### src/rtl/fas_macros.svh
// Frequency analyzer front end constants
// Tap count, frame length and datapath widths shared by RTL and testbench

`ifndef FAS_MACROS_SVH
`define FAS_MACROS_SVH

//////////////////////////////
// Filter geometry
//////////////////////////////
`define FAS_TAPS       32  // Symmetric low-pass FIR length
`define FAS_FRAME_LEN  16  // Filter outputs per collected frame

//////////////////////////////
// Datapath widths
//////////////////////////////
`define FAS_SAMPLE_W   16  // Signed input and output samples
`define FAS_COEF_W     20  // Signed coefficient word
`define FAS_COEF_FRAC  16  // Fraction bits in each coefficient

// 16x20 product is 36 bits, 32 of them summed need 5 more
// Extra headroom kept on top of that
`define FAS_ACC_W      42

`endif
### src/rtl/fas_pkg.sv
// Frequency analyzer front end types
// Sample, coefficient, accumulator and vector types plus the FIR table

`include "fas_macros.svh"

package fas_pkg;

  typedef logic signed [`FAS_SAMPLE_W-1:0] sample_t;  // Stream sample
  typedef logic signed [`FAS_COEF_W-1:0]   coef_t;    // Q3.16 coefficient
  typedef logic signed [`FAS_ACC_W-1:0]    acc_t;     // MAC sum

  // Delay line, index 0 holds the newest sample
  typedef sample_t [`FAS_TAPS-1:0] tap_vec_t;

  // Collected frame, slot 0 holds the oldest output
  typedef sample_t [`FAS_FRAME_LEN-1:0] frame_t;

  //////////////////////////////
  // Low-pass FIR coefficients
  //////////////////////////////
  // Entry k weights tap k, table is symmetric about 15/16
  localparam coef_t fir_coef [0:`FAS_TAPS-1] = '{
    20'hFFF9E,  // -1.495e-3
    20'hFFF86,  // -1.862e-3
    20'hFFFA7,
    20'h0003B,
    20'h0014B,  //  5.051e-3
    20'h0024A,
    20'h00222,
    20'hFFFE4,
    20'hFFBC5,  // -1.653e-2
    20'hFF7CA,
    20'hFF74E,  // -3.397e-2
    20'hFFD74,
    20'h00B1A,
    20'h01DAC,  //  1.159e-1
    20'h02F9E,
    20'h03AA9,  // Peak  2.291e-1
    20'h03AA9,  // Peak, mirror starts here
    20'h02F9E,
    20'h01DAC,
    20'h00B1A,
    20'hFFD74,
    20'hFF74E,
    20'hFF7CA,
    20'hFFBC5,
    20'hFFFE4,
    20'h00222,
    20'h0024A,
    20'h0014B,
    20'h0003B,
    20'hFFFA7,
    20'hFFF86,
    20'hFFF9E
  };

endpackage

### src/rtl/fir_tap_line.sv
// FIR delay line
// Shifts in each accepted sample and tracks the current unbroken run
// Flags a fresh window once 32 samples of one run are present

`timescale 1ns/1ps

`include "fas_macros.svh"

module fir_tap_line (
  input  logic             clk,
  input  logic             rst,
  input  logic             data_valid,   // Sample strobe, no back-pressure
  input  fas_pkg::sample_t data,
  output fas_pkg::tap_vec_t taps,        // Tap 0 is newest
  output logic             window_fresh  // One cycle per full-window sample
);

  import fas_pkg::*;

  localparam int cnt_w = $clog2(`FAS_TAPS + 1);  // Counts 0..32
  localparam logic [cnt_w-1:0] cnt_full = cnt_w'(`FAS_TAPS);

  logic [cnt_w-1:0] run_cnt;  // Samples in the current run, saturating
  logic             run_full; // Counter already at its limit
  logic             fill_hit; // This sample completes or extends a window

  assign run_full = (run_cnt == cnt_full);
  // Counter at 31 or 32 means this sample leaves it at 32
  assign fill_hit = (run_cnt >= cnt_full - 1'b1);

  //////////////////////////////
  // Delay line
  //////////////////////////////
  always_ff @(posedge clk or posedge rst) begin
    if (rst) begin
      taps <= '0;
    end else if (data_valid) begin
      taps <= {taps[`FAS_TAPS-2:0], data};  // Oldest falls off the top
    end
    // Taps hold through a gap, only the run counter restarts
  end

  //////////////////////////////
  // Run counter and strobe
  //////////////////////////////
  always_ff @(posedge clk or posedge rst) begin
    if (rst) begin
      run_cnt      <= '0;
      window_fresh <= 1'b0;
    end else if (data_valid) begin
      if (!run_full) begin
        run_cnt <= run_cnt + 1'b1;
      end
      window_fresh <= fill_hit;  // 32nd or later sample of the run
    end else begin
      run_cnt      <= '0;        // Gap breaks the run
      window_fresh <= 1'b0;
    end
  end

endmodule

### config.mk
export PLATFORM = sky130hd
export DESIGN_NAME = fir_tap_line
export DESIGN_NICKNAME = d
export VERILOG_FILES = /design/src/rtl/fas_pkg.sv /design/src/rtl/fir_tap_line.sv
export VERILOG_INCLUDE_DIRS = /design/src /design/src/rtl
export SDC_FILE = /design/constraint.sdc
export NUM_CORES = 1
export LEC_CHECK = 0
export BUFFER_PORTS_ARGS = -buffer_cell sky130_fd_sc_hd__buf_2
export CELL_PAD_IN_SITES_DETAIL_PLACEMENT = 0
export CELL_PAD_IN_SITES_GLOBAL_PLACEMENT = 2
export CORE_MARGIN = 3
export CORE_UTILIZATION = 27
export CTS_CLUSTER_DIAMETER = 50
export CTS_CLUSTER_SIZE = 10
export DETAILED_ROUTE_END_ITERATION = 8
export HOLD_SLACK_MARGIN = 0.12
export PLACE_DENSITY = 0.63
export SYNTH_ARGS = -nofsm -noshare
export SYNTH_HDL_FRONTEND = slang
export SYNTH_SLANG_ARGS = --single-unit
export TNS_END_PERCENT = 20
### constraint.sdc
create_clock -name clk -period 36.8 [get_ports clk]
set_input_delay 5.52 -clock clk [delete_from_list [all_inputs] [get_ports clk]]
set_output_delay 5.52 -clock clk [all_outputs]
set_load 0.05 [all_outputs]
== Yosys cells after proc, flatten, opt, wreduce, memory -nomap -nowiden ==
Index checks and enable logic that the tools add are counted.
Word-level totals
  flip-flop bits (word level): 519
  output and inout bits: 513
  word-level logic and storage cells: 41
Operators by class
  add/sub/neg operators: 1
  order comparisons: 1
  equality and inequality tests: 2
  multiplexer cells: 3
Operator list (number)
  $mux W6: 2
  $add A6 B1 Y6 const B: 1
  $eq A6 B6 Y1 const B: 1
  $ge A6 B5 Y1 const B: 1
  $ne A2 B2 Y1 const B: 1
  $mux W1: 1

== Logic depth before layout (Yosys ltp) ==
  depth in word-level cells: 3
  mapped depth: 5
  gate-level depth less buffers: 5

== Worst setup path before layout ==
Ideal clock, no wire load.
  path type: input -> register
  from: input data_valid
  to: register taps[315] (netlist bit)
  setup time: 125 ps
  arrival: 6361 ps
  slack: 30314 ps
  stages: 4
  path buffers: 3
  path through: buf_2 buf_4 buf_2 mux2_2
RTL lines
  start: declaration: RTL line fir_tap_line.sv:12  | input logic data_valid,
  end signal: assignment: RTL line fir_tap_line.sv:38  | taps <= {taps[`FAS_TAPS-2:0], data};
  end: declaration: RTL line fir_tap_line.sv:14  | output fas_pkg::tap_vec_t taps,
No word-level cell between the ends.

== Worst setup path after layout ==
  from: input data_valid
  to: register taps[216] (netlist bit)
No word-level cell between the ends.

==> impl_metrics.py <==
metrics = {
    "outcome": {
        "status": "finished clean",
    },
    "hold_path": {
        "min_to": "taps[500]$_DFFE_PP0P_",
        "hold_path_class": "flop to flop",
        "hold_depth": 1,
        "hp-start": "taps[500]$_DFFE_PP0P_",
    },
    "cells_and_area": {
        "drive_above_1_share_pct": 67.9,
        "layout.nets": 1697,
        "syn_to_final_growth_pct": 30.1,
        "design_area_um2": 25300,
        "fillers": 6946,
        "n_antenna_cell": 0,
    },
    "setup_path": {
        "cp_cell_sequence": "buf_8 > buf_4 > buf_4 > buf_4 > mux2_2",
        "r2r-start": "run_cnt[0]$_DFFE_PP0P_",
        "worstSetupPathDepth": 5,
        "critical-path-top-delay-family": "buffers and inverters",
        "worstSetupPathType": "input port to flop",
        "cp-start-kind": "input port",
        "worstPathRequired_ns": 37.27,
        "rr_worst_depth": 5,
        "arrival_ns": 8.87,
        "cp_common_cell": "buf_4",
        "slowest_stage": "buf_4",
        "r2r-end": "run_cnt[4]$_DFFE_PP0P_",
        "slowest_delay_ns": 0.78,
        "crit_buf_inv": 4,
        "worst-path-max-fanout": 122,
        "r2r_slack_ns": 35.36,
        "worstSetupEndpointType": "flop",
    },
    "synthesis": {
        "synth_common_cells": "519 x dfrtp_1, 512 x mux2_2, 28 x buf_6, 23 x buf_4",
        "synth_top_area_share_pct": 66.7,
        "synthCells": 1117,
        "synth_top_family_by_area": "multiplexers",
        "synth_fp_nets": 1138,
        "synth_compound_area_share_pct": 0.0707,
        "synth.area.mux_share_pct": 29.7,
        "yosysWarnings": 0,
        "synth_edf_count": 0,
        "synth_xor_area_share_pct": 0.135,
        "synthAdderAreaFrac_pct": 0.129,
        "synthTopCellsByArea": "dfrtp_1 67%, mux2_2 30%, buf_6 1.6%, buf_4 0.89%, buf_2 0.18%",
        "ys_async_sr_fraction_pct": 100,
        "syn_area_um2": 19500,
        "synth.avg_cell_area_um2": 17.4,
        "synthSimpleGateAreaFrac_pct": 0.456,
        "synthFlopType": "dfrtp_1",
        "post_synth_num_cell_types": 21,
        "synth_most_common_cell": "dfrtp_1",
        "synth_seq_cells": 519,
        "ys_seq_area_share_pct": 66.7,
        "synth.largest_area_cell": "dfrtp_1",
    },
    "drt": {
        "postRouteAntennaNets": 0,
        "drc": 0,
        "totalWireLength_mm": 52.5,
        "first_pass_iters": 4,
        "first_iter_violations": 394,
        "routed-via-count": 11500,
        "routedWlPerCell_um": 19.8,
        "viasPerCell": 4.33,
    },
    "clock_tree": {
        "cts_htree_levels": 3,
        "cts_tree": "built",
        "cts_buffers": 73,
        "post_cts_buffers": 0,
        "path_clk_slew_ns": 0.05,
        "cts-resized-gates": 0,
        "root_buffer": "clkbuf_16",
        "clock_path_buffers": 3,
        "worstSkewPairLatency_ns": 0.61,
        "cts_hold_buf": 0,
        "cts.sinks": 519,
    },
    "die": {
        "fp-row-count": 97,
        "die_area_um2": 75300,
        "initial_utilization_pct": 27.5,
        "die_w_um": 274,
        "io_pins": 532,
        "core_um2": 70800,
        "die_height_um": 274,
    },
    "placement": {
        "port_buffers": 531,
        "gp_congestion": 0.753,
        "dp_hpwl_mm": 37.5,
        "place_area_um2": 22900,
    },
    "timing": {
        "rsz0062_at_grt": "no",
        "finalSetupTns_ns": 0,
        "tightest_slew_ns": 1.09,
        "max_freq_ghz": 0.119,
        "hold_viol_final": 0,
        "min_period_ns": 8.40,
        "drv_slew": 0,
        "setup_viol": 0,
        "finClkSkew_ns": 0.0370,
        "period_share_pct": 22.8,
        "worst_slew_margin_rel_pct": 27.2,
    },
    "global_route": {
        "grt_max_degree": 150,
        "grt_util_all_layers_pct": 13.7,
        "grt_pass1_wl_mm": 80.0,
        "overflow": 0,
        "grt_pass1_vias": 12400,
        "antenna_found_initial": 2,
    },
    "flow_run": {
        "maxCapViolations": 0,
    },
}
[worst reg2reg max path, delay by kind of cell, from the launching register on]
| kind | cells | cell delay (ns) |
|---|---|---|
| flip-flops | 1 | 0.42 |
| buffers and inverters | 1 | 0.09 |
| AND/OR/NAND/NOR | 3 | 0.66 |
| adder cells (fa/ha/maj) | 1 | 0.16 |
[flip-flops by register name, indices dropped and copies added (netlist names)]
name and cells:
window_fresh 1, run_cnt 6, taps 512
[per-layer routing]
layer,GRT usage (%),vias up,part of all wire [%]
met4,4.01,0,2.1
met5,0,-,0
li1,-,5099,-
met2,22.0,417,47
met1,16.9,5908,41
met3,5.80,82,10
[cell families after synthesis]
| logic type | Yosys count |
|---|---|
| buffers and inverters | 61 |
| xor gates and xnor gates | 3 |
| DFF | 519 |
| adders and majority gates | 2 |
| and+or+nand+nor | 16 |
| AOI/OAI and AO/OA | 2 |
| muxes | 514 |
[layout make-up]
cell class,instances,area (um2),area share (%)
inverters,3,18.8,0.0741
clock buffers,86,1960,7.72
well taps,940,1180,4.64
flip-flops and latches,519,13000,51.3
multi-input cells,537,5940,23.5
clock inverters,28,483,1.91
repair buffers,542,2760,10.9
[worst max-delay path by stage]
| stage | from | to | slack [ns] |
|---|---|---|---|
| floorplan | rst | run_cnt[0]$_DFFE_PP0P_ | 16.78 |
| CTS | data_valid | taps[201]$_DFFE_PP0P_ | 28.33 |
| detailed placement | data_valid | taps[201]$_DFFE_PP0P_ | 27.66 |
| global route | data_valid | taps[201]$_DFFE_PP0P_ | 28.16 |
| finish | data_valid | taps[216]$_DFFE_PP0P_ | 28.40 |
| global placement | data_valid | taps[211]$_DFFE_PP0P_ | 27.69 |
[metrics by stage]
step / setup WS [ns] / utilization, % / hold WS (ns) / std cells
floorplan: 16.78 / - / 0.525 / 1117
global placement: 27.69 / 32.3 / 0.485 / 2541
detailed placement: 27.66 / 32.3 / 0.490 / 2541
CTS: 28.33 / 35.8 / 0.501 / 2655
global route: 28.16 / 35.8 / 0.522 / 2655
finish: 28.40 / 35.8 / 0.497 / 2655
[cell usage in the layout (no fill, tap or decap), types with 2 or more instances in the layout]
cell	count
buf_2	530
dfrtp_1	519
mux2_2	512
clkbuf_16	73
buf_4	10
clkbuf_8	8
nand2_1	7
bufinv_16	7
clkinvlp_4	6
clkbuf_1	5
clkinv_16	4
clkinv_2	4
inv_6	3
inv_1	2
mux2i_1	2
and3_1	2
xnor2_1	2
ha_1	2
clkinv_8	2
Power is not shown: default switching activity piles up to over one toggle a cycle in this logic, so the estimate is an artifact.
