===== src/rtl/fas_macros.svh =====
// Frequency analyzer front end constants
// Tap count, frame length and datapath widths shared by RTL and testbench

`ifndef FAS_MACROS_SVH
`define FAS_MACROS_SVH

//////////////////////////////
// Filter geometry
//////////////////////////////
`define FAS_TAPS       32  // Symmetric low-pass FIR length
`define FAS_FRAME_LEN  16  // Filter outputs per collected frame

//////////////////////////////
// Datapath widths
//////////////////////////////
`define FAS_SAMPLE_W   16  // Signed input and output samples
`define FAS_COEF_W     20  // Signed coefficient word
`define FAS_COEF_FRAC  16  // Fraction bits in each coefficient

// 16x20 product is 36 bits, 32 of them summed need 5 more
// Extra headroom kept on top of that
`define FAS_ACC_W      42

`endif

===== src/rtl/fas_pkg.sv =====
// Frequency analyzer front end types
// Sample, coefficient, accumulator and vector types plus the FIR table

`include "fas_macros.svh"

package fas_pkg;

  typedef logic signed [`FAS_SAMPLE_W-1:0] sample_t;  // Stream sample
  typedef logic signed [`FAS_COEF_W-1:0]   coef_t;    // Q3.16 coefficient
  typedef logic signed [`FAS_ACC_W-1:0]    acc_t;     // MAC sum

  // Delay line, index 0 holds the newest sample
  typedef sample_t [`FAS_TAPS-1:0] tap_vec_t;

  // Collected frame, slot 0 holds the oldest output
  typedef sample_t [`FAS_FRAME_LEN-1:0] frame_t;

  //////////////////////////////
  // Low-pass FIR coefficients
  //////////////////////////////
  // Entry k weights tap k, table is symmetric about 15/16
  localparam coef_t fir_coef [0:`FAS_TAPS-1] = '{
    20'hFFF9E,  // -1.495e-3
    20'hFFF86,  // -1.862e-3
    20'hFFFA7,
    20'h0003B,
    20'h0014B,  //  5.051e-3
    20'h0024A,
    20'h00222,
    20'hFFFE4,
    20'hFFBC5,  // -1.653e-2
    20'hFF7CA,
    20'hFF74E,  // -3.397e-2
    20'hFFD74,
    20'h00B1A,
    20'h01DAC,  //  1.159e-1
    20'h02F9E,
    20'h03AA9,  // Peak  2.291e-1
    20'h03AA9,  // Peak, mirror starts here
    20'h02F9E,
    20'h01DAC,
    20'h00B1A,
    20'hFFD74,
    20'hFF74E,
    20'hFF7CA,
    20'hFFBC5,
    20'hFFFE4,
    20'h00222,
    20'h0024A,
    20'h0014B,
    20'h0003B,
    20'hFFFA7,
    20'hFFF86,
    20'hFFF9E
  };

endpackage


===== src/rtl/frame_collector.sv =====
// Serial to parallel frame collector
// Writes 16 back-to-back filter outputs into a frame, oldest in slot 0,
// and pulses frame_valid the cycle after the last slot is filled

`timescale 1ns/1ps

`include "fas_macros.svh"

module frame_collector (
  input  logic             clk,
  input  logic             rst,
  input  logic             fir_valid,
  input  fas_pkg::sample_t fir_d,
  output fas_pkg::frame_t  frame,
  output logic             frame_valid  // Single-cycle frame done strobe
);

  import fas_pkg::*;

  localparam int slot_w = $clog2(`FAS_FRAME_LEN);
  localparam logic [slot_w-1:0] slot_last = slot_w'(`FAS_FRAME_LEN - 1);

  logic [slot_w-1:0] slot;      // Next slot to write
  logic              slot_end;  // Current write closes the frame

  assign slot_end = (slot == slot_last);

  //////////////////////////////
  // Slot index and done strobe
  //////////////////////////////
  always_ff @(posedge clk or posedge rst) begin
    if (rst) begin
      slot        <= '0;
      frame_valid <= 1'b0;
    end else if (fir_valid) begin
      slot        <= slot_end ? '0 : slot + 1'b1;
      frame_valid <= slot_end;
    end else begin
      slot        <= '0;    // Partial frame dropped on a gap
      frame_valid <= 1'b0;
    end
  end

  //////////////////////////////
  // Frame register bank
  //////////////////////////////
  // Slots of an abandoned frame are simply overwritten by the next one
  always_ff @(posedge clk or posedge rst) begin
    if (rst) begin
      frame <= '0;
    end else if (fir_valid) begin
      frame[slot] <= fir_d;
    end
  end

endmodule


===== config.mk =====
export PLATFORM = sky130hd
export DESIGN_NAME = frame_collector
export DESIGN_NICKNAME = d
export VERILOG_FILES = /design/src/rtl/fas_pkg.sv /design/src/rtl/frame_collector.sv
export VERILOG_INCLUDE_DIRS = /design/src /design/src/rtl
export SDC_FILE = /design/constraint.sdc
export NUM_CORES = 1
export LEC_CHECK = 0
export ABC_AREA = 1
export ABC_CLOCK_PERIOD_IN_PS = 20900
export BUFFER_PORTS_ARGS = -buffer_cell sky130_fd_sc_hd__buf_2
export CELL_PAD_IN_SITES_DETAIL_PLACEMENT = 1
export CELL_PAD_IN_SITES_GLOBAL_PLACEMENT = 2
export CORE_MARGIN = 10
export CORE_UTILIZATION = 25
export DETAILED_ROUTE_END_ITERATION = 8
export PLACE_DENSITY_LB_ADDON = 0.08
export SLEW_MARGIN = 20
export SYNTH_ARGS = -nofsm -noshare
export SYNTH_HDL_FRONTEND = slang
export SYNTH_SLANG_ARGS = --single-unit

===== constraint.sdc =====
create_clock -name clk -period 20.9 [get_ports clk]
set_clock_uncertainty 0.2 [all_clocks]
set_input_delay 2.09 -clock clk [delete_from_list [all_inputs] [get_ports clk]]
set_output_delay 2.09 -clock clk [all_outputs]
set_load 0.005 [all_outputs]

# Word level (Yosys, flattened, before mapping)

Cells that the tools add are included.

Register bits after elaboration: 261
Input bits: 19

Add/sub/neg operators: 1
Order comparisons: 2
Eq/ne operators: 1
Multiplexer cells: 6
Reduce and logical (&&, ||, !) cells: 1

Operators with widths:

| cell                | number |
|---|---|
| $bwmux 256          | 1 |
| $demux 16 s4        | 1 |
| $mux 16             | 1 |
| $mux 4              | 2 |
| $lt 4x5->1 const B  | 1 |
| $add 4x1->4 const B | 1 |
| $eq 4x4->1 const B  | 1 |
| $ge 4x1->1 const B  | 1 |
| $logic_and 1x1->1   | 1 |
| $mux 1              | 1 |

# Depth between registers and ports, before layout

Gate-level depths: netlist of the first run.

Word-level depth: 5
Mapped depth: 9
Depth with buffers taken out: 7

# Worst setup path before layout of the first run

Ideal clock, no wire load.

Kind: input port to flip-flop
From: input fir_valid
To: register frame[26] in the netlist's numbering
Data arrival time: 2.899 ns
Data required time: 20.617 ns
Slack: 17.718 ns
Stages on the path: 7
Cell sequence: nand2_1 buf_2 inv_2 nand2_1 clkbuf_1 nand2_1 o21ai_0

RTL lines:

| element                       | RTL line              | source |
|---|---|---|
| start, declared               | frame_collector.sv:12 | `input logic fir_valid,` |
| end signal, assigned by index | frame_collector.sv:52 | `frame[slot] <= fir_d;` |
| end, declared                 | frame_collector.sv:14 | `output fas_pkg::frame_t frame,` |

==> results of run 1 <==
## flip-flops by register name, indices dropped and copies added (netlist names)
name / cells
frame_valid: 1
slot: 4
frame: 256
## layout make-up
class,instances,share of cell area
sequential,261,0.508
multi-input combinational,752,0.238
inverter,28,0.00875
clock buffer,54,0.0814
timing repair buffer,278,0.110
clock inverter,3,0.00340
tap,525,0.0510
## worst paths after layout
kind                                          end  slack (ps)  cells after the start
max in group asynchronous   frame[86]$_DFFE_PP0P_       17570                      3
setup / recovery            frame[60]$_DFFE_PP0P_       17010                      5
hold / removal             frame[137]$_DFFE_PP0P_         260                      2
min in group asynchronous   frame[29]$_DFFE_PP0P_        1560                      2
setup reg to reg            frame[60]$_DFFE_PP0P_       18040                      5
hold reg to reg            frame[137]$_DFFE_PP0P_         260                      2
## tightest hold or removal path, stage by stage, from the launching register on
cell and delay (ps):
dfrtp_1 340, nand2_1 50, nand2_1 50
## logic make-up (layout without fill, tap and decap cells)
| group | after synthesis | count (layout) | share of synthesized area |
|---|---|---|---|
| buffers and inverters | 92 | 363 | 0.0389 |
| DFF | 261 | 261 | 0.655 |
| AOI/OAI and AO/OA | 129 | 129 | 0.0647 |
| and+or+nand+nor | 619 | 619 | 0.237 |
| adders and majority gates | 4 | 4 | 0.00502 |
## per-layer routing
| metal | GRT usage | vias to the layer above | wire length [um] |
|---|---|---|---|
| li1 | - | 3921 | - |
| met1 | 0.229 | 4044 | 19400 |
| met2 | 0.268 | 174 | 19000 |
| met3 | 0.0388 | 37 | 2140 |
| met4 | 0.0322 | 2 | 519 |
| met5 | 0 | - | 13 |
## through the flow
| step | hold slack (ps) | cell area, sq um |
|---|---|---|
| 6_report | 264 | 12900 |
| 5_1_grt | 296 | 12900 |
| 4_1_cts | 267 | 12900 |
| 3_5_place_dp | 253 | 11800 |
| 3_3_place_gp | 252 | 11800 |
| 2_1_floorplan | 265 | 9980 |
## placed cells by master (no fill, tap or decap), drive strengths merged
cell / Yosys / routed
nand2: 600 / 600
buf: 32 / 278
dfrtp: 261 / 261
o21ai: 129 / 129
clkbuf: 32 / 54
inv: 28 / 29
nor2: 17 / 17
ha: 4 / 4
nand4: 1 / 1
nand3: 1 / 1
clkinv: 0 / 1
bufinv: 0 / 1
## power by group
group | leakage [nW] | internal [W] | switching [W]
Sequential | 3.52 | 0.000569 | 0.0000422
Clock | 0.536 | 0.000354 | 0.000222
Combinational | 3.51 | 0.0000674 | 0.000102
==> key figures, run 1 <==
Outcome
  – Outcome: finished clean

GRT
  – First-pass GRT wire length: 60800 um
  – Largest net degree at the start of global routing: 145
  – Vias in the first global route: 8699
  – Initial antenna violation count: 1
  – Gr usage total: 0.168
  – GRT overflow: 0

Die
  – Die Span X: 220 um
  – Io pins: 276
  – Die height: 220 um
  – Initial Util: 0.252
  – DIE AREA: around 0.048 sq mm
  – Cell row count: 73
  – Core Box Area: 0.0396 sq mm

Synthesis
  – Synth Register Bits: 261
  – Synth top area share: 0.655
  – Async S/R FF share, synth: 1.00
  – Cell taking the most area after synthesis: dfrtp_1
  – Top_reg_cell synth: dfrtp_1
  – Yosys cell types: 15
  – Syn_nets: ~1100
  – Top post-synthesis cells by count: nand2_1 (600), dfrtp_1 (261), o21ai_0 (96)
  – Post-synth EDFFs: 0
  – Seq/Total Area, Yosys: 0.655
  – Yosys warnings: 0
  – Post-synthesis instance area: 0.00998 sq mm
  – Avg Inst Size Synth: about 9 sq um
  – Synth top area cells: dfrtp_1 (65%), nand2_1 (23%), o21ai_0 (4.8%), o21ai_1 (1.7%), buf_2 (1.6%)
  – Count leader, synth: nand2_1
  – Mapped Cells: 1105

Timing
  – Endpoints failing setup: 0
  – Max-slew headroom: 0.291
  – Period utilization: 0.186
  – Worst Tran Pin Value: between 1000 and 1500 ps
  – Worst setup slack after layout: 17010 ps
  – Period minus WS final: 3890 ps
  – Max Clk Rate: 257 MHz
  – Unrepaired setup endpoints after global routing: no
  – Final Max Slew Viols: 0
  – Final Hold Viols: 0
  – Setup TNS: 0 ps

Worst setup path
  – Crit path DAT: a little over 4000 ps
  – Critical path launch point type: input pin
  – Critical Path End Type: flop
  – CP Cell Sequence: buf_2 > nand2_1 > inv_2 > nand2_1 > o21ai_0
  – Most numerous cell on the critical path: nand2_1
  – Worst reg2reg path startpoint: slot[0]$_DFF_PP0_
  – Crit-path max FO: 32
  – Crit path max-delay family: simple AND/OR/NAND/NOR gates
  – Critical Path Source: fir_valid
  – Worst EP required: 21100 ps
  – Slowest cell on the critical path: nand2_1
  – Slowest cell delay on critical path: 630 ps
  – WS Path Type: input pin to flop
  – CP Buf/Inv Count: 2

Place
  – Cell Count Post-Placement: 1844
  – DP Worst Slack: 16400 ps
  – HPWL Detailed: roughly 28000 um
  – Placer congestion estimate: 0.701
  – Port bufs: 275

Clock tree
  – CTS clk-pin slew, worst paths: about 60 ps
  – Clock sinks: 261
  – CTS buffer count: 34
  – CTS Root Buffer Type: clkbuf_16
  – Setup Fix Bufs, Post-CTS: 0
  – Htree depth: 2
  – CTS max path bufs: 3
  – Post-CTS resize count: 0
  – Hold Buf Count CTS: 0
  – CTS tree: built
  – Worst-Skew Late Latency: 510 ps

Routing
  – WL per Instance: ~22 um
  – DRC: 0
  – First-iteration detailed-routing DRC count: between 400 and 500
  – Routed Antenna Nets: 0
  – DR vias: approximately 8200
  – Post-Route WL: 41100 um
  – Vias per inst: 4.30
  – Drt first pass iters: 4

Final layout
  – Synthesis-to-finish area growth: 29.0%
  – Sequential cell area: 0.00653 sq mm
  – FILL cells: 4735
  – Nets: 1378
  – N_diodes: 0
  – Finished Layout Cells: roughly 1900
  – Share of cells above drive strength 1: 0.254
  – Util after Layout: 0.325
  – Footprint of the multi-input gates: 0.00307 sq mm

Power
  – Total power: roughly 0.0014 W
  – PwrDens: 105 mW/mm^2
  – Leakage: 7.56 nW
  – Max VDD drop: around 0.000043 V

Worst hold path
  – Hold Crit Class: flop to flop
  – Hold path start: frame[137]$_DFFE_PP0P_

Run
  – Max-Cap Viols: 0
(Power assumes the default switching activity.)
==> inputs of run 2 (changes only) <==
--- a/config.mk
+++ b/config.mk
@@ -7,7 +7,7 @@
 export NUM_CORES = 1
 export LEC_CHECK = 0
 export ABC_AREA = 1
-export ABC_CLOCK_PERIOD_IN_PS = 20900
+export ABC_CLOCK_PERIOD_IN_PS = 3200
 export BUFFER_PORTS_ARGS = -buffer_cell sky130_fd_sc_hd__buf_2
 export CELL_PAD_IN_SITES_DETAIL_PLACEMENT = 1
 export CELL_PAD_IN_SITES_GLOBAL_PLACEMENT = 2
==> constraint.sdc (replaced) <==
create_clock -name clk -period 3.2 [get_ports clk]
set_clock_uncertainty 0.2 [all_clocks]
set_input_delay 0.32 -clock clk [delete_from_list [all_inputs] [get_ports clk]]
set_output_delay 0.32 -clock clk [all_outputs]
set_load 0.005 [all_outputs]
==> run 2 against run 1 <==
  * Sequential power grew to 6.5 times the previous value
  * Register-to-register slack lost 17000 ps
  * Combinational power grew to 6.8 times the previous value
  * First-iteration DRC count grew 4.8%
  * Final cell count grew 1.1%
  * Setup slack lost 16000 ps
  * Core utilization grew 0.44 points
  * Critical path depth grew 2
  * Count of clock-buffer cells in the layout shrank 3
  * Critical endpoint is now frame[227]$_DFFE_PP0P_
  * Largest cell class unchanged
  * Largest power group unchanged
==> key figures, run 2 (same netlist as run 1, synthesis figures left out) <==
Die
  – Io pins: 276 (unchanged)
  – Initial Util: 0.252 (unchanged)
  – DIE AREA: 0.0483 sq mm (unchanged)
  – Cell row count: 73 (unchanged)
  – Die Span X: 220 um (unchanged)
  – Core Box Area: 0.0396 sq mm (unchanged)
  – Die height: 220 um (unchanged)

Worst setup path
  – Critical Path End Type: flop (unchanged)
  – WS Path Type: flop to flop (was input pin to flop)
  – Crit path DAT: 2470 ps (was 4090 ps)
  – Crit-path max FO: 16 (was 32)
  – Worst EP required: 3450 ps (was 21100 ps)
  – Critical path launch point type: flop (was input pin)

Clock tree
  – CTS buffer count: 34 (unchanged)
  – CTS tree: built (unchanged)
  – Post-CTS resize count: 0 (unchanged)
  – Htree depth: 2 (unchanged)
  – CTS Root Buffer Type: clkbuf_16 (unchanged)
  – Hold Buf Count CTS: 2 (was 0)
  – CTS clk-pin slew, worst paths: 60 ps (about the same)
  – CTS max path bufs: 3 (unchanged)
  – Clock sinks: 261 (unchanged)
  – Worst-Skew Late Latency: 530 ps (was 510 ps)
  – Setup Fix Bufs, Post-CTS: 0 (unchanged)

Final layout
  – N_diodes: 0 (unchanged)
  – Share of cells above drive strength 1: 0.264 (was 0.254)
  – Most common cell after layout, fill and taps aside: nand2_1 (unchanged)
  – Final Instance Area: 0.0130 sq mm (was 0.0129 sq mm)
  – Synthesis-to-finish area growth: 30.7% (was 29.0%)
  – Nets: 1398 (was 1378)
  – Number of flip-flops under the largest register name: 256 (unchanged)
  – Largest regs: frame x256, slot x4, frame_valid x1 (unchanged)
  – Largest Register: frame (unchanged)
  – Most frequent cells in the layout: nand2_1 (599), buf_2 (275), dfrtp_1 (261), o21ai_0 (96), clkbuf_16 (35) (was nand2_1 (597), buf_2 (275), dfrtp_1 (261), o21ai_0 (96), clkbuf_16 (35))

Timing
  – Worst setup slack after layout: 980 ps (was 17010 ps)
  – Worst Tran Pin Value: 943 ps (was 1060 ps)
  – Period minus WS final: 2220 ps
  – Period utilization: 0.694
  – Endpoints failing setup: 0 (unchanged)
  – Unrepaired setup endpoints after global routing: no (unchanged)
  – Setup TNS: 0 ps (unchanged)
  – Max Clk Rate: approximately 450 MHz
  – Final Hold Viols: 0 (unchanged)
  – Final Max Slew Viols: 0 (unchanged)
  – Max-slew headroom: 0.370 (was 0.291)

GRT
  – GRT overflow: 0 (unchanged)
  – First-pass GRT wire length: 62500 um (was 60800 um)
  – Vias in the first global route: 9108 (was 8699)
  – Gr usage total: 0.173 (was 0.168)
  – Initial antenna violation count: 0 (was 1)
  – Largest net degree at the start of global routing: 50 (was 145)

Worst hold path
  – Hold Crit Class: input pin to flop (was flop to flop)

Run
  – Max-Cap Viols: 0 (unchanged)

Routing
  – Routed Antenna Nets: 0 (unchanged)
  – Vias per inst: 4.32 (was 4.30)
  – Post-Route WL: 41600 um (was 41100 um)
  – Drt first pass iters: 4 (unchanged)
  – DR vias: 8298 (was 8178)
  – WL per Instance: 21.7 um (was 21.6 um)
  – DRC: 0 (unchanged)
  – First-iteration detailed-routing DRC count: 519 (was 495)

Power
  – PwrDens: 678 mW/mm^2 (was 105 mW/mm^2)
  – Leakage: 7.66 nW (was 7.56 nW)
  – Max VDD drop: 0.000289 V (was 0.0000425 V)

Place
  – Cell area after placement: 0.0119 sq mm (was 0.0118 sq mm)
  – DP Worst Slack: 912 ps (was 16400 ps)
  – HPWL Detailed: 28900 um (was 27900 um)
  – Placer congestion estimate: 0.725 (was 0.701)
  – Port bufs: 275 (unchanged)

Outcome
  – Outcome: finished clean (unchanged)
-- run 2: cell count changes in the layout (fill, tap and decap cells not counted), moves of 3 or more --
| cell | delta |
|---|---|
| buf_4 | +15 |
| clkbuf_1 | -4 |
| clkinv_2 | +3 |
| buf_12 | +3 |
-- run 2: final timing paths --
check	startpoint	endpoint	slack (ps)	cells past startpoint
max	slot[0]$_DFF_PP0_	frame[227]$_DFFE_PP0P_	980	7
min	fir_d[11]	frame[139]$_DFFE_PP0P_	30	3
max reg2reg	slot[0]$_DFF_PP0_	frame[227]$_DFFE_PP0P_	980	7
min reg2reg	frame[99]$_DFFE_PP0P_	frame[99]$_DFFE_PP0P_	260	2
max in group asynchronous	rst	frame[15]$_DFFE_PP0P_	1770	4
min in group asynchronous	rst	frame[45]$_DFFE_PP0P_	230	3
-- run 2: per-stage QoR --
| stage | utilization | cells | power (W) | hold WS [ps] |
|---|---|---|---|---|
| 3_5_place_dp | 0.301 | 1862 | 0.00524 | 251 |
| 3_3_place_gp | 0.301 | 1862 | 0.00521 | 244 |
| 2_1_floorplan | - | 1105 | 0.00444 | 224 |
| 5_1_grt | 0.329 | 1921 | 0.00937 | 33.3 |
| 4_1_cts | 0.329 | 1921 | 0.00904 | 3.50 |
| 6_report | 0.329 | 1921 | 0.00884 | 34.4 |
-- run 2: layout make-up --
cell class                 count  area [sq um]
fill                        4685         26600
sequential                   261          6530
multi-input combinational    752          3060
timing repair buffer         298          1600
clock buffer                  51          1050
tap                          525           657
inverter                      28           109
clock inverter                 6          36.3
-- run 2: worst max-delay path, stage by stage, from the launching register on --
cell and delay (ps):
dfrtp_1 430, inv_1 110, ha_1 150, nand2_1 190, buf_4 270, nor2_2 580
nand2_1 100, nand2_1 90
-- run 2: power breakdown --
group / internal (W) / switching (W)
registers: 0.00372 / 0.000255
clock network: 0.00225 / 0.00148
logic: 0.000461 / 0.000689
total: 0.00642 / 0.00242
-- run 2: metal layers --
metal | GRT usage | vias to the layer above | share of wire
met1 | 0.230 | 4104 | 0.46
li1 | - | 3958 | -
met3 | 0.0383 | 44 | 0.053
met2 | 0.278 | 192 | 0.47
met5 | 0 | - | 0
met4 | 0.0479 | 0 | 0.019
==> inputs of run 3 (changes only) <==
--- a/config.mk
+++ b/config.mk
@@ -7,7 +7,7 @@
 export NUM_CORES = 1
 export LEC_CHECK = 0
 export ABC_AREA = 1
-export ABC_CLOCK_PERIOD_IN_PS = 3200
+export ABC_CLOCK_PERIOD_IN_PS = 1800
 export BUFFER_PORTS_ARGS = -buffer_cell sky130_fd_sc_hd__buf_2
 export CELL_PAD_IN_SITES_DETAIL_PLACEMENT = 1
 export CELL_PAD_IN_SITES_GLOBAL_PLACEMENT = 2
==> constraint.sdc (replaced) <==
create_clock -name clk -period 1.8 [get_ports clk]
set_clock_uncertainty 0.2 [all_clocks]
set_input_delay 0.18 -clock clk [delete_from_list [all_inputs] [get_ports clk]]
set_output_delay 0.18 -clock clk [all_outputs]
set_load 0.005 [all_outputs]
==> run 3 against run 2 <==
  * Count of clock-buffer cells in the layout increased by 3
  * Flip-flop and latch count did not move
  * Via count rose by 2.9%
  * Final cell count is 3.4% higher
  * Core utilization grew 2.0 points
  * Die area did not move
  * Global-route usage down 0.22 points
  * Wire length grew 0.59%
  * Sequential power increased by 78%
  * Largest power group unchanged
==> key figures, run 3 (same netlist as run 1, synthesis figures left out) <==
Timing
  – Endpoints failing setup: 0 (unchanged)
  – Period minus WS final: 1700 ps (was 2220 ps)
  – Worst Tran Pin Value: 535 ps (was 943 ps)
  – Setup TNS: 0 ps (unchanged)
  – Max Clk Rate: 589 MHz (was 450 MHz)
  – Unrepaired setup endpoints after global routing: yes (was no)
  – Final Max Slew Viols: 0 (unchanged)
  – Final Hold Viols: 0 (unchanged)
  – Worst setup slack after layout: 102 ps (was 980 ps)
  – Max-slew headroom: 0.643 (was 0.370)
  – Period utilization: 0.944 (was 0.694)

Power
  – Total power: 0.0155 W (was 0.00884 W)
  – Sw Pwr: 0.00424 W (was 0.00242 W)
  – P_int: 0.0113 W (was 0.00642 W)
  – Part of the power in registers: 0.457 (was 0.449)
  – Net Sw Frac: 0.273 (was 0.274)
  – PwrDens: 1120 mW/mm^2 (was 678 mW/mm^2)
  – Max VDD drop: 0.000561 V (was 0.000289 V)
  – Gate power share: 0.138 (was 0.130)
  – Clock power frac: 0.406 (was 0.421)
  – Leakage: 8.03 nW (was 7.66 nW)

Clock tree
  – CTS tree: built (unchanged)
  – Worst-Skew Late Latency: 510 ps (was 530 ps)
  – CTS Root Buffer Type: clkbuf_16 (unchanged)
  – CTS max path bufs: 3 (unchanged)
  – Htree depth: 2 (unchanged)
  – CTS buffer count: 34 (unchanged)
  – CTS clk-pin slew, worst paths: 60 ps (about the same)
  – Clock sinks: 261 (unchanged)

Place
  – Port bufs: 275 (unchanged)
  – Placer congestion estimate: 0.722 (was 0.725)
  – Cell Count Post-Placement: 1904 (was 1862)
  – HPWL Detailed: 29200 um (was 28900 um)
  – DP Worst Slack: 22.9 ps (was 912 ps)

GRT
  – Largest net degree at the start of global routing: 76 (was 50)
  – GRT overflow: 0 (unchanged)
  – Initial antenna violation count: 0 (unchanged)
  – Vias in the first global route: 8999 (was 9108)
  – First-pass GRT wire length: 61700 um (was 62500 um)
  – Gr usage total: 0.171 (was 0.173)

Routing
  – WL per Instance: 21.1 um (was 21.7 um)
  – Vias per inst: 4.30 (was 4.32)
  – First-iteration detailed-routing DRC count: 426 (was 519)
  – Routed Antenna Nets: 0 (unchanged)
  – Post-Route WL: 41900 um (was 41600 um)
  – DRC: 0 (unchanged)
  – DR vias: 8541 (was 8298)
  – Drt first pass iters: 4 (unchanged)

Final layout
  – Most common cell after layout, fill and taps aside: nand2_1 (unchanged)
  – Util after Layout: 0.349 (was 0.329)
  – N_diodes: 0 (unchanged)
  – Nets: 1464 (was 1398)
  – Finished Layout Cells: 1987 (was 1921)
  – Number of flip-flops under the largest register name: 256 (unchanged)
  – Largest regs: frame x256, slot x4, frame_valid x1 (unchanged)
  – Share of cells above drive strength 1: 0.282 (was 0.264)
  – FILL cells: 4670 (was 4685)
  – Footprint of the multi-input gates: 0.00309 sq mm (was 0.00306 sq mm)
  – Sequential cell area: 0.00653 sq mm (about the same)
  – Largest Register: frame (unchanged)
  – Synthesis-to-finish area growth: 38.6% (was 30.7%)
  – Most frequent cells in the layout: nand2_1 (596), buf_2 (276), dfrtp_1 (260), o21ai_0 (95), buf_4 (39) (was nand2_1 (599), buf_2 (275), dfrtp_1 (261), o21ai_0 (96), clkbuf_16 (35))

Die
  – Core Box Area: 0.0396 sq mm (unchanged)
  – Io pins: 276 (unchanged)
  – Die Span X: 220 um (unchanged)
  – Die height: 220 um (unchanged)
  – Initial Util: 0.252 (unchanged)
  – Cell row count: 73 (unchanged)
  – DIE AREA: 0.0483 sq mm (unchanged)

Worst hold path
  – Hold Crit Class: input pin to async pin (was input pin to flop)

Worst setup path
  – WS Path Type: flop to flop (unchanged)
  – Worst EP required: 2010 ps (was 3450 ps)
  – Crit-path max FO: 16 (unchanged)
  – Critical Path End Type: flop (unchanged)
  – Critical path launch point type: flop (unchanged)
  – Crit path DAT: 1910 ps (was 2470 ps)

Outcome
  – Outcome: finished clean (unchanged)

Run
  – Max-Cap Viols: 0 (unchanged)
## run 3: final timing paths
check / from / end / slack (ps) / cells after the start
worst min register to register: frame[111]$_DFFE_PP0P_ / frame[111]$_DFFE_PP0P_ / 260 / 2
worst max-delay path: slot[0]$_DFF_PP0_ / frame[57]$_DFFE_PP0P_ / 100 / 8
worst min-delay path: rst / frame[29]$_DFFE_PP0P_ / 110 / 4
min in group clk: frame[111]$_DFFE_PP0P_ / frame[111]$_DFFE_PP0P_ / 260 / 2
max in group asynchronous: rst / frame[218]$_DFFE_PP0P_ / 590 / 5
worst max register to register: slot[0]$_DFF_PP0_ / frame[57]$_DFFE_PP0P_ / 100 / 8
## run 3: final cells by class
cell class | count | area share
Inverter | 28 | 0.00787
Multi-Input combinational cell | 752 | 0.223
Clock inverter | 3 | 0.00136
Timing Repair Buffer | 364 | 0.176
Tap cell | 525 | 0.0475
Clock buffer | 54 | 0.0714
Sequential cell | 261 | 0.472
## run 3: critical path: stages, from the launching register on
cell and delay, ps:
dfrtp_2 400, ha_1 200, nand2_1 90, buf_4 150
inv_2 80, nand2_2 120, clkbuf_16 230, nand2_1 60
o21ai_0 70
## run 3: per-layer routing
metal / vias up / share of wire / GRT usage / wire (um)
met1: 4223 / 0.45 / 0.230 / 18900
met2: 187 / 0.48 / 0.274 / 20100
met5: - / 0 / 0 / 0
met4: 0 / 0.014 / 0.0418 / 591
li1: 4090 / - / - / -
met3: 41 / 0.055 / 0.0365 / 2300
## run 3: what timing repair did
item,in CTS,in global routing
endpoints found under the hold margin,487,0
hold buffers,19,0
setup buffers,0,4
endpoints found under the setup margin,0,210
gates resized for setup,0,19
## run 3: power by group through the flow
stage          Clock, W  Combinational, W  Sequential (W)
3_5_place_dp          0           0.00216         0.00719
3_3_place_gp          0           0.00213         0.00719
5_1_grt         0.00680           0.00245         0.00717
2_1_floorplan         0          0.000750         0.00715
6_report        0.00629           0.00214         0.00708
4_1_cts         0.00653           0.00220         0.00710
## run 3: stage by stage
stage / hold WS [ps] / area (sq um)
floorplan: 83.9 / 9980
global placement: -30.3 / 12500
detailed placement: -28.8 / 12500
CTS: 237 / 13700
global route: 120 / 13800
finish: 106 / 13800
